$ cat config.mk
export PLATFORM = sky130hd
export DESIGN_NAME = cache_controller
export DESIGN_NICKNAME = d
export VERILOG_FILES = /design/src/hw/mem_system_pkg.sv /design/src/hw/cache_controller.sv
export VERILOG_INCLUDE_DIRS = /design/src /design/src/hw
export SDC_FILE = /design/constraint.sdc
export NUM_CORES = 1
export LEC_CHECK = 0
export BUFFER_PORTS_ARGS = -buffer_cell sky130_fd_sc_hd__buf_4
export CAP_MARGIN = 20
export CORE_ASPECT_RATIO = 0.6
export CORE_MARGIN = 5
export CORE_UTILIZATION = 31
export CTS_BUF_LIST = sky130_fd_sc_hd__clkbuf_4
export CTS_CLUSTER_DIAMETER = 200
export DETAILED_ROUTE_END_ITERATION = 8
export PLACE_DENSITY_LB_ADDON = 0.08
export SYNTH_ARGS = -nofsm -noshare
export SYNTH_HDL_FRONTEND = slang
export SYNTH_SLANG_ARGS = --single-unit
$ cat constraint.sdc
create_clock -name clk -period 2 [get_ports clk]
set_input_delay 0.4 -clock clk [delete_from_list [all_inputs] [get_ports clk]]
set_output_delay 0.4 -clock clk [all_outputs]
set_load 0.05 [all_outputs]
$ cat src/hw/mem_system_settings.svh
`ifndef MEM_SYSTEM_SETTINGS_SVH
`define MEM_SYSTEM_SETTINGS_SVH

// Address split is tag | index | byte offset
`define ADDR_W 16
`define DATA_W 16
`define TAG_W 5
`define INDEX_W 8
`define OFFSET_W 3

`define CACHE_LINES 256
`define LINE_WORDS 4
`define MEM_WORDS 32768
`define MEM_RD_LAT 2

`endif

$ cat src/hw/mem_system_pkg.sv
package mem_system_pkg;

	typedef enum logic [3:0] {
		ST_IDLE,
		ST_CMP_RD_0,
		ST_CMP_WR_0,
		ST_HIT,
		ST_WB_0,
		ST_WB_1,
		ST_WB_2,
		ST_WB_3,
		ST_FILL_0,
		ST_FILL_1,
		ST_FILL_2,
		ST_FILL_3,
		ST_FILL_4,
		ST_FILL_5,
		ST_CMP_RD_1,
		ST_CMP_WR_1
	} ctrl_state_t;

	// Line write bypasses the tag compare
	typedef enum logic [1:0] {
		CACHE_NONE,
		CACHE_CMP_RD,
		CACHE_CMP_WR,
		CACHE_LINE_WR
	} cache_op_t;

endpackage

$ cat src/hw/cache_controller.sv
`timescale 1ns/1ps
`include "mem_system_settings.svh"

module cache_controller (
	input  logic                      clk,
	input  logic                      rst,
	input  logic                      rd,
	input  logic                      wr,
	input  logic [`ADDR_W-1:0]        addr,
	input  logic [`DATA_W-1:0]        data_in,
	input  logic                      hit,
	input  logic                      dirty,
	input  logic                      valid,
	input  logic [`TAG_W-1:0]         tag_out,
	input  logic [`DATA_W-1:0]        cache_data_out,
	input  logic [`DATA_W-1:0]        mem_data_out,
	output mem_system_pkg::cache_op_t cache_op,
	output logic [`INDEX_W-1:0]       index,
	output logic [`OFFSET_W-1:0]      offset,
	output logic [`TAG_W-1:0]         tag_in,
	output logic [`DATA_W-1:0]        cache_data_in,
	output logic                      valid_in,
	output logic [`ADDR_W-1:0]        mem_addr,
	output logic [`DATA_W-1:0]        mem_data_in,
	output logic                      mem_wr,
	output logic                      mem_rd,
	output logic                      done,
	output logic                      cache_hit,
	output logic                      stall
);
	import mem_system_pkg::*;

	localparam int WORD_W = $clog2(`LINE_WORDS);

	ctrl_state_t state;
	ctrl_state_t next_state;

	logic              wb_en;
	logic              rd_en;
	logic              fill_en;
	logic [WORD_W-1:0] wb_word;
	logic [WORD_W-1:0] rd_word;
	logic [WORD_W-1:0] fill_word;

	logic [`TAG_W-1:0]   req_tag;
	logic [`INDEX_W-1:0] req_index;

	assign req_tag   = addr[`ADDR_W-1 -: `TAG_W];
	assign req_index = addr[`OFFSET_W +: `INDEX_W];

	always_ff @(posedge clk)
	begin
		if (rst)
			state <= ST_IDLE;
		else
			state <= next_state;
	end

	always_comb
	begin
		next_state = state;
		cache_op   = CACHE_NONE;
		done       = 1'b0;
		cache_hit  = 1'b0;
		stall      = 1'b1;
		wb_en      = 1'b0;
		rd_en      = 1'b0;
		fill_en    = 1'b0;
		wb_word    = '0;
		rd_word    = '0;
		fill_word  = '0;

		case (state)
			ST_IDLE:
			begin
				stall = 1'b0;
				if (rd)
					next_state = ST_CMP_RD_0;
				else if (wr)
					next_state = ST_CMP_WR_0;
			end
			ST_CMP_RD_0, ST_CMP_WR_0:
			begin
				cache_op = (state == ST_CMP_WR_0) ? CACHE_CMP_WR : CACHE_CMP_RD;
				if (hit && valid)
					next_state = ST_HIT;
				else if (valid && dirty)
					next_state = ST_WB_0;
				else
					next_state = ST_FILL_0;
			end
			ST_HIT:
			begin
				done       = 1'b1;
				cache_hit  = 1'b1;
				next_state = ST_IDLE;
			end
			// Victim line goes out one word per cycle
			ST_WB_0: begin wb_en = 1'b1; wb_word = 2'd0; next_state = ST_WB_1; end
			ST_WB_1: begin wb_en = 1'b1; wb_word = 2'd1; next_state = ST_WB_2; end
			ST_WB_2: begin wb_en = 1'b1; wb_word = 2'd2; next_state = ST_WB_3; end
			ST_WB_3: begin wb_en = 1'b1; wb_word = 2'd3; next_state = ST_FILL_0; end
			// Reads lead the line writes by the memory latency
			ST_FILL_0: begin rd_en = 1'b1; rd_word = 2'd0; next_state = ST_FILL_1; end
			ST_FILL_1: begin rd_en = 1'b1; rd_word = 2'd1; next_state = ST_FILL_2; end
			ST_FILL_2:
			begin
				rd_en      = 1'b1;
				rd_word    = 2'd2;
				fill_en    = 1'b1;
				fill_word  = 2'd0;
				next_state = ST_FILL_3;
			end
			ST_FILL_3:
			begin
				rd_en      = 1'b1;
				rd_word    = 2'd3;
				fill_en    = 1'b1;
				fill_word  = 2'd1;
				next_state = ST_FILL_4;
			end
			ST_FILL_4: begin fill_en = 1'b1; fill_word = 2'd2; next_state = ST_FILL_5; end
			ST_FILL_5:
			begin
				fill_en   = 1'b1;
				fill_word = 2'd3;
				if (rd)
					next_state = ST_CMP_RD_1;
				else if (wr)
					next_state = ST_CMP_WR_1;
				else
					next_state = ST_IDLE;
			end
			ST_CMP_RD_1, ST_CMP_WR_1:
			begin
				cache_op   = (state == ST_CMP_WR_1) ? CACHE_CMP_WR : CACHE_CMP_RD;
				done       = 1'b1;
				next_state = ST_IDLE;
			end
			default: next_state = ST_IDLE;
		endcase

		if (fill_en)
			cache_op = CACHE_LINE_WR;
	end

	// Cache side addressing
	assign index    = req_index;
	assign tag_in   = req_tag;
	assign valid_in = fill_en;
	assign offset   = wb_en   ? {wb_word, 1'b0} :
	                  fill_en ? {fill_word, 1'b0} : addr[`OFFSET_W-1:0];
	assign cache_data_in = fill_en ? mem_data_out : data_in;

	// Memory side, victim address rebuilt from the stored tag
	assign mem_wr      = wb_en;
	assign mem_rd      = rd_en;
	assign mem_data_in = cache_data_out;
	assign mem_addr    = wb_en ? {tag_out, req_index, wb_word, 1'b0} :
	                     rd_en ? {req_tag, req_index, rd_word, 1'b0} : '0;

endmodule

After elaboration in Yosys (flattened, before gate mapping)
Cells that the tools add are included.
- register bits after elaboration: 4
- latch bits: 0
- bits in writable memories: 0
- bits in read-only memories: 0
- input bits: 76
- output and inout bits: 72
- memories: 0
- add/sub/neg operators: 0
- multipliers: 0
- divide/modulo/power cells: 0
- magnitude comparators: 0
- equal/unequal tests: 16
- shift-type cells: 0
- multiplexer cells: 25
- bitwise gates (word level): 0
- reduce and logical (&&, ||, !) cells: 9
- operators by type and width (operator ; count):
    $pmux 4 s13 ; 1
    $mux 16 ; 3
    $eq 4x4->1 const B ; 8
    $mux 4 ; 6
    $pmux 2 s3 ; 3
    $eq 4x3->1 const B ; 4
    $reduce_or 4->1 ; 3
    $eq 4x2->1 const B ; 2
    $mux 1 ; 6
    $mux 2 ; 3
    $mux 3 ; 2
    $eq 4x1->1 const B ; 1
    $logic_not 4->1 ; 1
    $pmux 2 s2 ; 1
    $reduce_or 2->1 ; 2
    $ne 3x3->1 const B ; 1
    $reduce_or 3->1 ; 1
    $logic_and 1x1->1 ; 2

Depth between registers and ports, before layout
- word-level depth: 5
- gate-level depth with buffers: 7
- depth with buffers taken out: 5

Least setup slack after synthesis
No wires, ideal clock.
- path type: reg-to-output
- start: reg state[1]
- end: out cache_op[0]
- arrival time: 1.951 ns
- path slack: -0.351 ns
- stages on the path, launching flop included: 5
- path buffers: 2
- cell sequence: dfxtp_1 buf_4 clkbuf_1 mux2i_1 o21ai_0
- longest elaborated chain between the ends: 4
- elaborated cells on any way between the ends: 16
- those cells by class: 8 x eq/ne; 5 x mux; 3 x reduce/logical
- RTL lines (item ; RTL line ; text):
    start, declared ; cache_controller.sv:35 ; ctrl_state_t state;
    start signal, assigned ; cache_controller.sv:56 ; state <= next_state;
    $eq 4x4->1, or another cell as far along ; cache_controller.sv:73, cache_controller.sv:136 ;
    $mux 2, or another cell as far along ; cache_controller.sv:136 ; cache_op = (state == ST_CMP_WR_1) ? CACHE_CMP_WR : CACHE_CMP_RD;
    $pmux 2 s2 or $mux 1 (tied branches) ; cache_controller.sv:73 ; case (state)
    $mux 2 * ; cache_controller.sv:143 ; if (fill_en)
    end, declared ; cache_controller.sv:17 ; output mem_system_pkg::cache_op_t cache_op,
Every way passes the cells marked *; elsewhere a longest branch is shown, timed or not.

Worst setup path after layout
- start: reg state[2]
- end: out cache_data_in[13]
- longest elaborated chain between the ends: 4
- elaborated cells on any way between the ends: 7
- those cells by class: 4 x eq/ne; 2 x mux; 1 x reduce/logical
- RTL lines (item ; RTL line ; text):
    $eq 4x4->1 ; cache_controller.sv:73 ;
    $reduce_or 4->1 (no line) * ; n/a ;
    $mux 1 * ; cache_controller.sv:73 ;
    $mux 16 * ; cache_controller.sv:153 ; assign cache_data_in = fill_en ? mem_data_out : data_in;
    end, declared ; cache_controller.sv:21 ; output logic [`DATA_W-1:0] cache_data_in,
Marked as above.

==> impl_metrics.csv <==
group,metric,value,unit
run_status,outcome,"finished clean",
floorplan,die_y,55.0,um
placed_design,port_buffers,114,
final_layout,nets,304,
hold_path,whs_path_depth,2,
routing,viasPerCell,4.58,
sta,hold_violations,0,
worst_setup_path,cp_slowest_cell,"dfxtp_4",
synth,post_synth_num_cell_types,41,
worst_setup_path,cp-end-kind,"output port",
pwr,p_leak,0.989,nW
synth,yosys.area_share.simple,0.200,
run,cap_violations,0,
global_routing,grt_pass1_wl,5790,um
synth,synth_compound_area_frac,0.183,
worst_setup_path,crit_path_frequent_cell,"buf_4",
worst_setup_path,arrival,1.53,ns
clock_tree,cts_sinks,4,
sta,slew_violations,0,
sta,timing.hold.ws,0.366,ns
synth,ys_ff_latch,4,
global_routing,grt.overflow.total,0,
clock_tree,ctsHoldBuffers,0,
floorplan,start_util,0.322,
synth,synth-xor-area-share,0.0240,
sta,skew,0.00209,ns
synth,synthMuxAreaShare,0.222,
sta,fin_crit_sh,0.965,
synth,seq_area_frac_synth,0.0766,
clock_tree,cts_buffers,3,
worst_setup_path,critical_path_buf_inv_count,2,
placed_design,dp_hpwl,3580,um
worst_setup_path,cpPeakStageDelay,0.37,ns
sta,setup_viol,0,
global_routing,grt_pass1_vias,1197,
sta,rsz0062_at_grt,"true",
worst_setup_path,worstPathRequired,1.60,ns
floorplan,fp.dieW,84.9,um
floorplan,dieArea,4670,sq um
floorplan,io_pins,148,
global_routing,antenna_found_initial,0,
routing,vias,1242,
synth,ys_warn_count,0,
placed_design,routabilityCongestion,0.760,
synth,synth_fp_nets,212,
final_layout,largest_reg_flops,4,
final_layout,final_util,0.571,
routing,wirelength,4130,um
pwr,p_per_area,1050,nW/um^2
synth,syn_inst,136,
worst_setup_path,crit_type,"reg2out",
routing,firstDrtPassIters,4,
final_layout,regMostFlops,"state",
final_layout,nFillCells,307,
synth,synth_top_family_by_area,"buffers and inverters",
worst_setup_path,path_depth,5,
routing,drt_iter0_drc,33,
clock_tree,clockBufferDepth,2,
final_layout,layout_commonest_cell,"buf_4",
worst_setup_path,critPathTopFamily,"flip-flops",
synth,netlist_area,1040,sq um
clock_tree,clock_latency,0.23,ns
floorplan,coreArea,3240,sq um
routing,avgRoutedWirePerCell,15.2,um
routing,drc_errors,0,
pwr,p_total,1.94,mW
final_layout,largest_registers,"state: 4 flops",
clock_tree,cts_htree_levels,1,
clock_tree,root_buffer,"clkbuf_4",
final_layout,drive_gt1_frac,0.748,
synth,synthAdderAreaFrac,0,
worst_setup_path,worstSetupStartpointType,"register",
floorplan,rows,16,
worst_setup_path,r2r_cells,5,
pwr,ir_worst_vdd,0.479,mV
final_layout,syn_to_final_growth,77.1,%
worst_setup_path,path_max_fanout,6,
clock_tree,clk_pin_slew_worst_paths,0.04,ns
sta,clock.fmax,518,MHz
placed_design,postPlaceCellArea,1790,sq um
final_layout,final_cell_area,1850,sq um
sta,layout_min_cycle_time,1.93,ns
routing,drtAntennaViolNets,0,
global_routing,grt_max_degree,20,
clock_tree,cts_tree,"yes",
final_layout,most-common-layout-cells,"125 x buf_4, 9 x and2_4, 9 x mux2_2",
hold_path,hold_path.class,"in2reg",
synth,synth.avg_cell_area,7.68,sq um
global_routing,grt.total_usage,0.156,
worst_setup_path,crit_chain,"xor2_2, nand2_4, buf_4, mux2_4, buf_4",
final_layout,num_antenna_cells,0,
==> cell usage after synthesis, drive strengths merged <==
master   number  share of area
buf          36           0.25
mux2         17           0.21
and2         11          0.066
nand2        10          0.046
o21ai         8          0.038
inv           7          0.025
a21oi         6          0.029
a22o          5          0.042
dfxtp         4          0.077
clkbuf        3          0.012
nor2          3          0.013
nor3          3          0.019
o22ai         3          0.018
a221oi        2          0.017
nand2b        2          0.012
a211oi        1         0.0072
a2bb2oi       1         0.0084
a311oi        1         0.0084
a32oi         1         0.0084
and3          1         0.0060
conb          1         0.0036
mux2i         1         0.0096
nand3         1         0.0048
nand4         1         0.0060
nand4b        1         0.0084
nor3b         1         0.0072
nor4          1         0.0060
o211ai        1         0.0072
or2           1         0.0060
xnor2         1         0.0084
xor2          1          0.016
==> area by class of cell <==
class / instances / area (sq um) / share of cell area
Inverter: 7 / 30.0 / 0.0162
Clock buffer: 3 / 22.5 / 0.0122
Tap cell: 45 / 56.3 / 0.0304
Multi-Input combinational cell: 86 / 706 / 0.381
Timing Repair Buffer: 126 / 950 / 0.513
Sequential cell: 4 / 86.3 / 0.0467
==> what timing repair did <==
| item | in CTS | in global routing |
|---|---|---|
| setup buffers | 3 | 0 |
| cloned | 0 | 0 |
| resized for setup | 2 | 5 |
| setup endpoints to repair | 18 | 16 |
| pin swaps | 1 | 1 |
==> layer usage <==
| layer | up-vias | global-route usage | wire [um] |
|---|---|---|---|
| met5 | - | 0 | 0 |
| met4 | 0 | 0.0395 | 36 |
| met3 | 8 | 0.0533 | 275 |
| met2 | 51 | 0.289 | 2230 |
| met1 | 563 | 0.179 | 1580 |
| li1 | 620 | - | - |
==> through the flow <==
stage	worst slack [ns]	std cells	setup TNS [ns]
5_1_grt	-0.000287	271	-0.000287
3_5_place_dp	0.0822	265	0
2_1_floorplan	-0.0648	136	-0.0648
3_3_place_gp	0.129	265	0
6_report	0.0692	271	0
4_1_cts	0.00156	271	0
==> kinds of logic after synthesis <==
logic type | Yosys count
other | 1
AO/OA/AOI/OAI | 29
multiplexers | 18
XOR/XNOR | 2
buffers and inverters | 46
AND/OR/NAND/NOR | 36
flip-flops | 4
==> worst reg2reg max path, delay by kind of cell (launching register included) <==
kind                      cells  cell delay [ns]
buffers and inverters         1             0.21
xor gates and xnor gates      1             0.10
DFF                           1             0.47
and+or+nand+nor               2             0.32
AOI/OAI and AO/OA             1             0.27
==> worst paths after layout <==
kind / slack (ns) / from / to
setup / recovery: 0.07 / state[2] / cache_data_in[13]
setup reg to reg: 0.54 / state[0] / state[2]
hold reg to reg: 0.60 / state[0] / state[2]
hold / removal: 0.37 / rst / state[2]
==> where the power goes <==
| group | switching [mW] | internal, mW |
|---|---|---|
| Combinational | 1.07 | 0.624 |
| Sequential | 0.0456 | 0.113 |
| Clock | 0.0282 | 0.0668 |
Power figures use the tool's default switching activity.
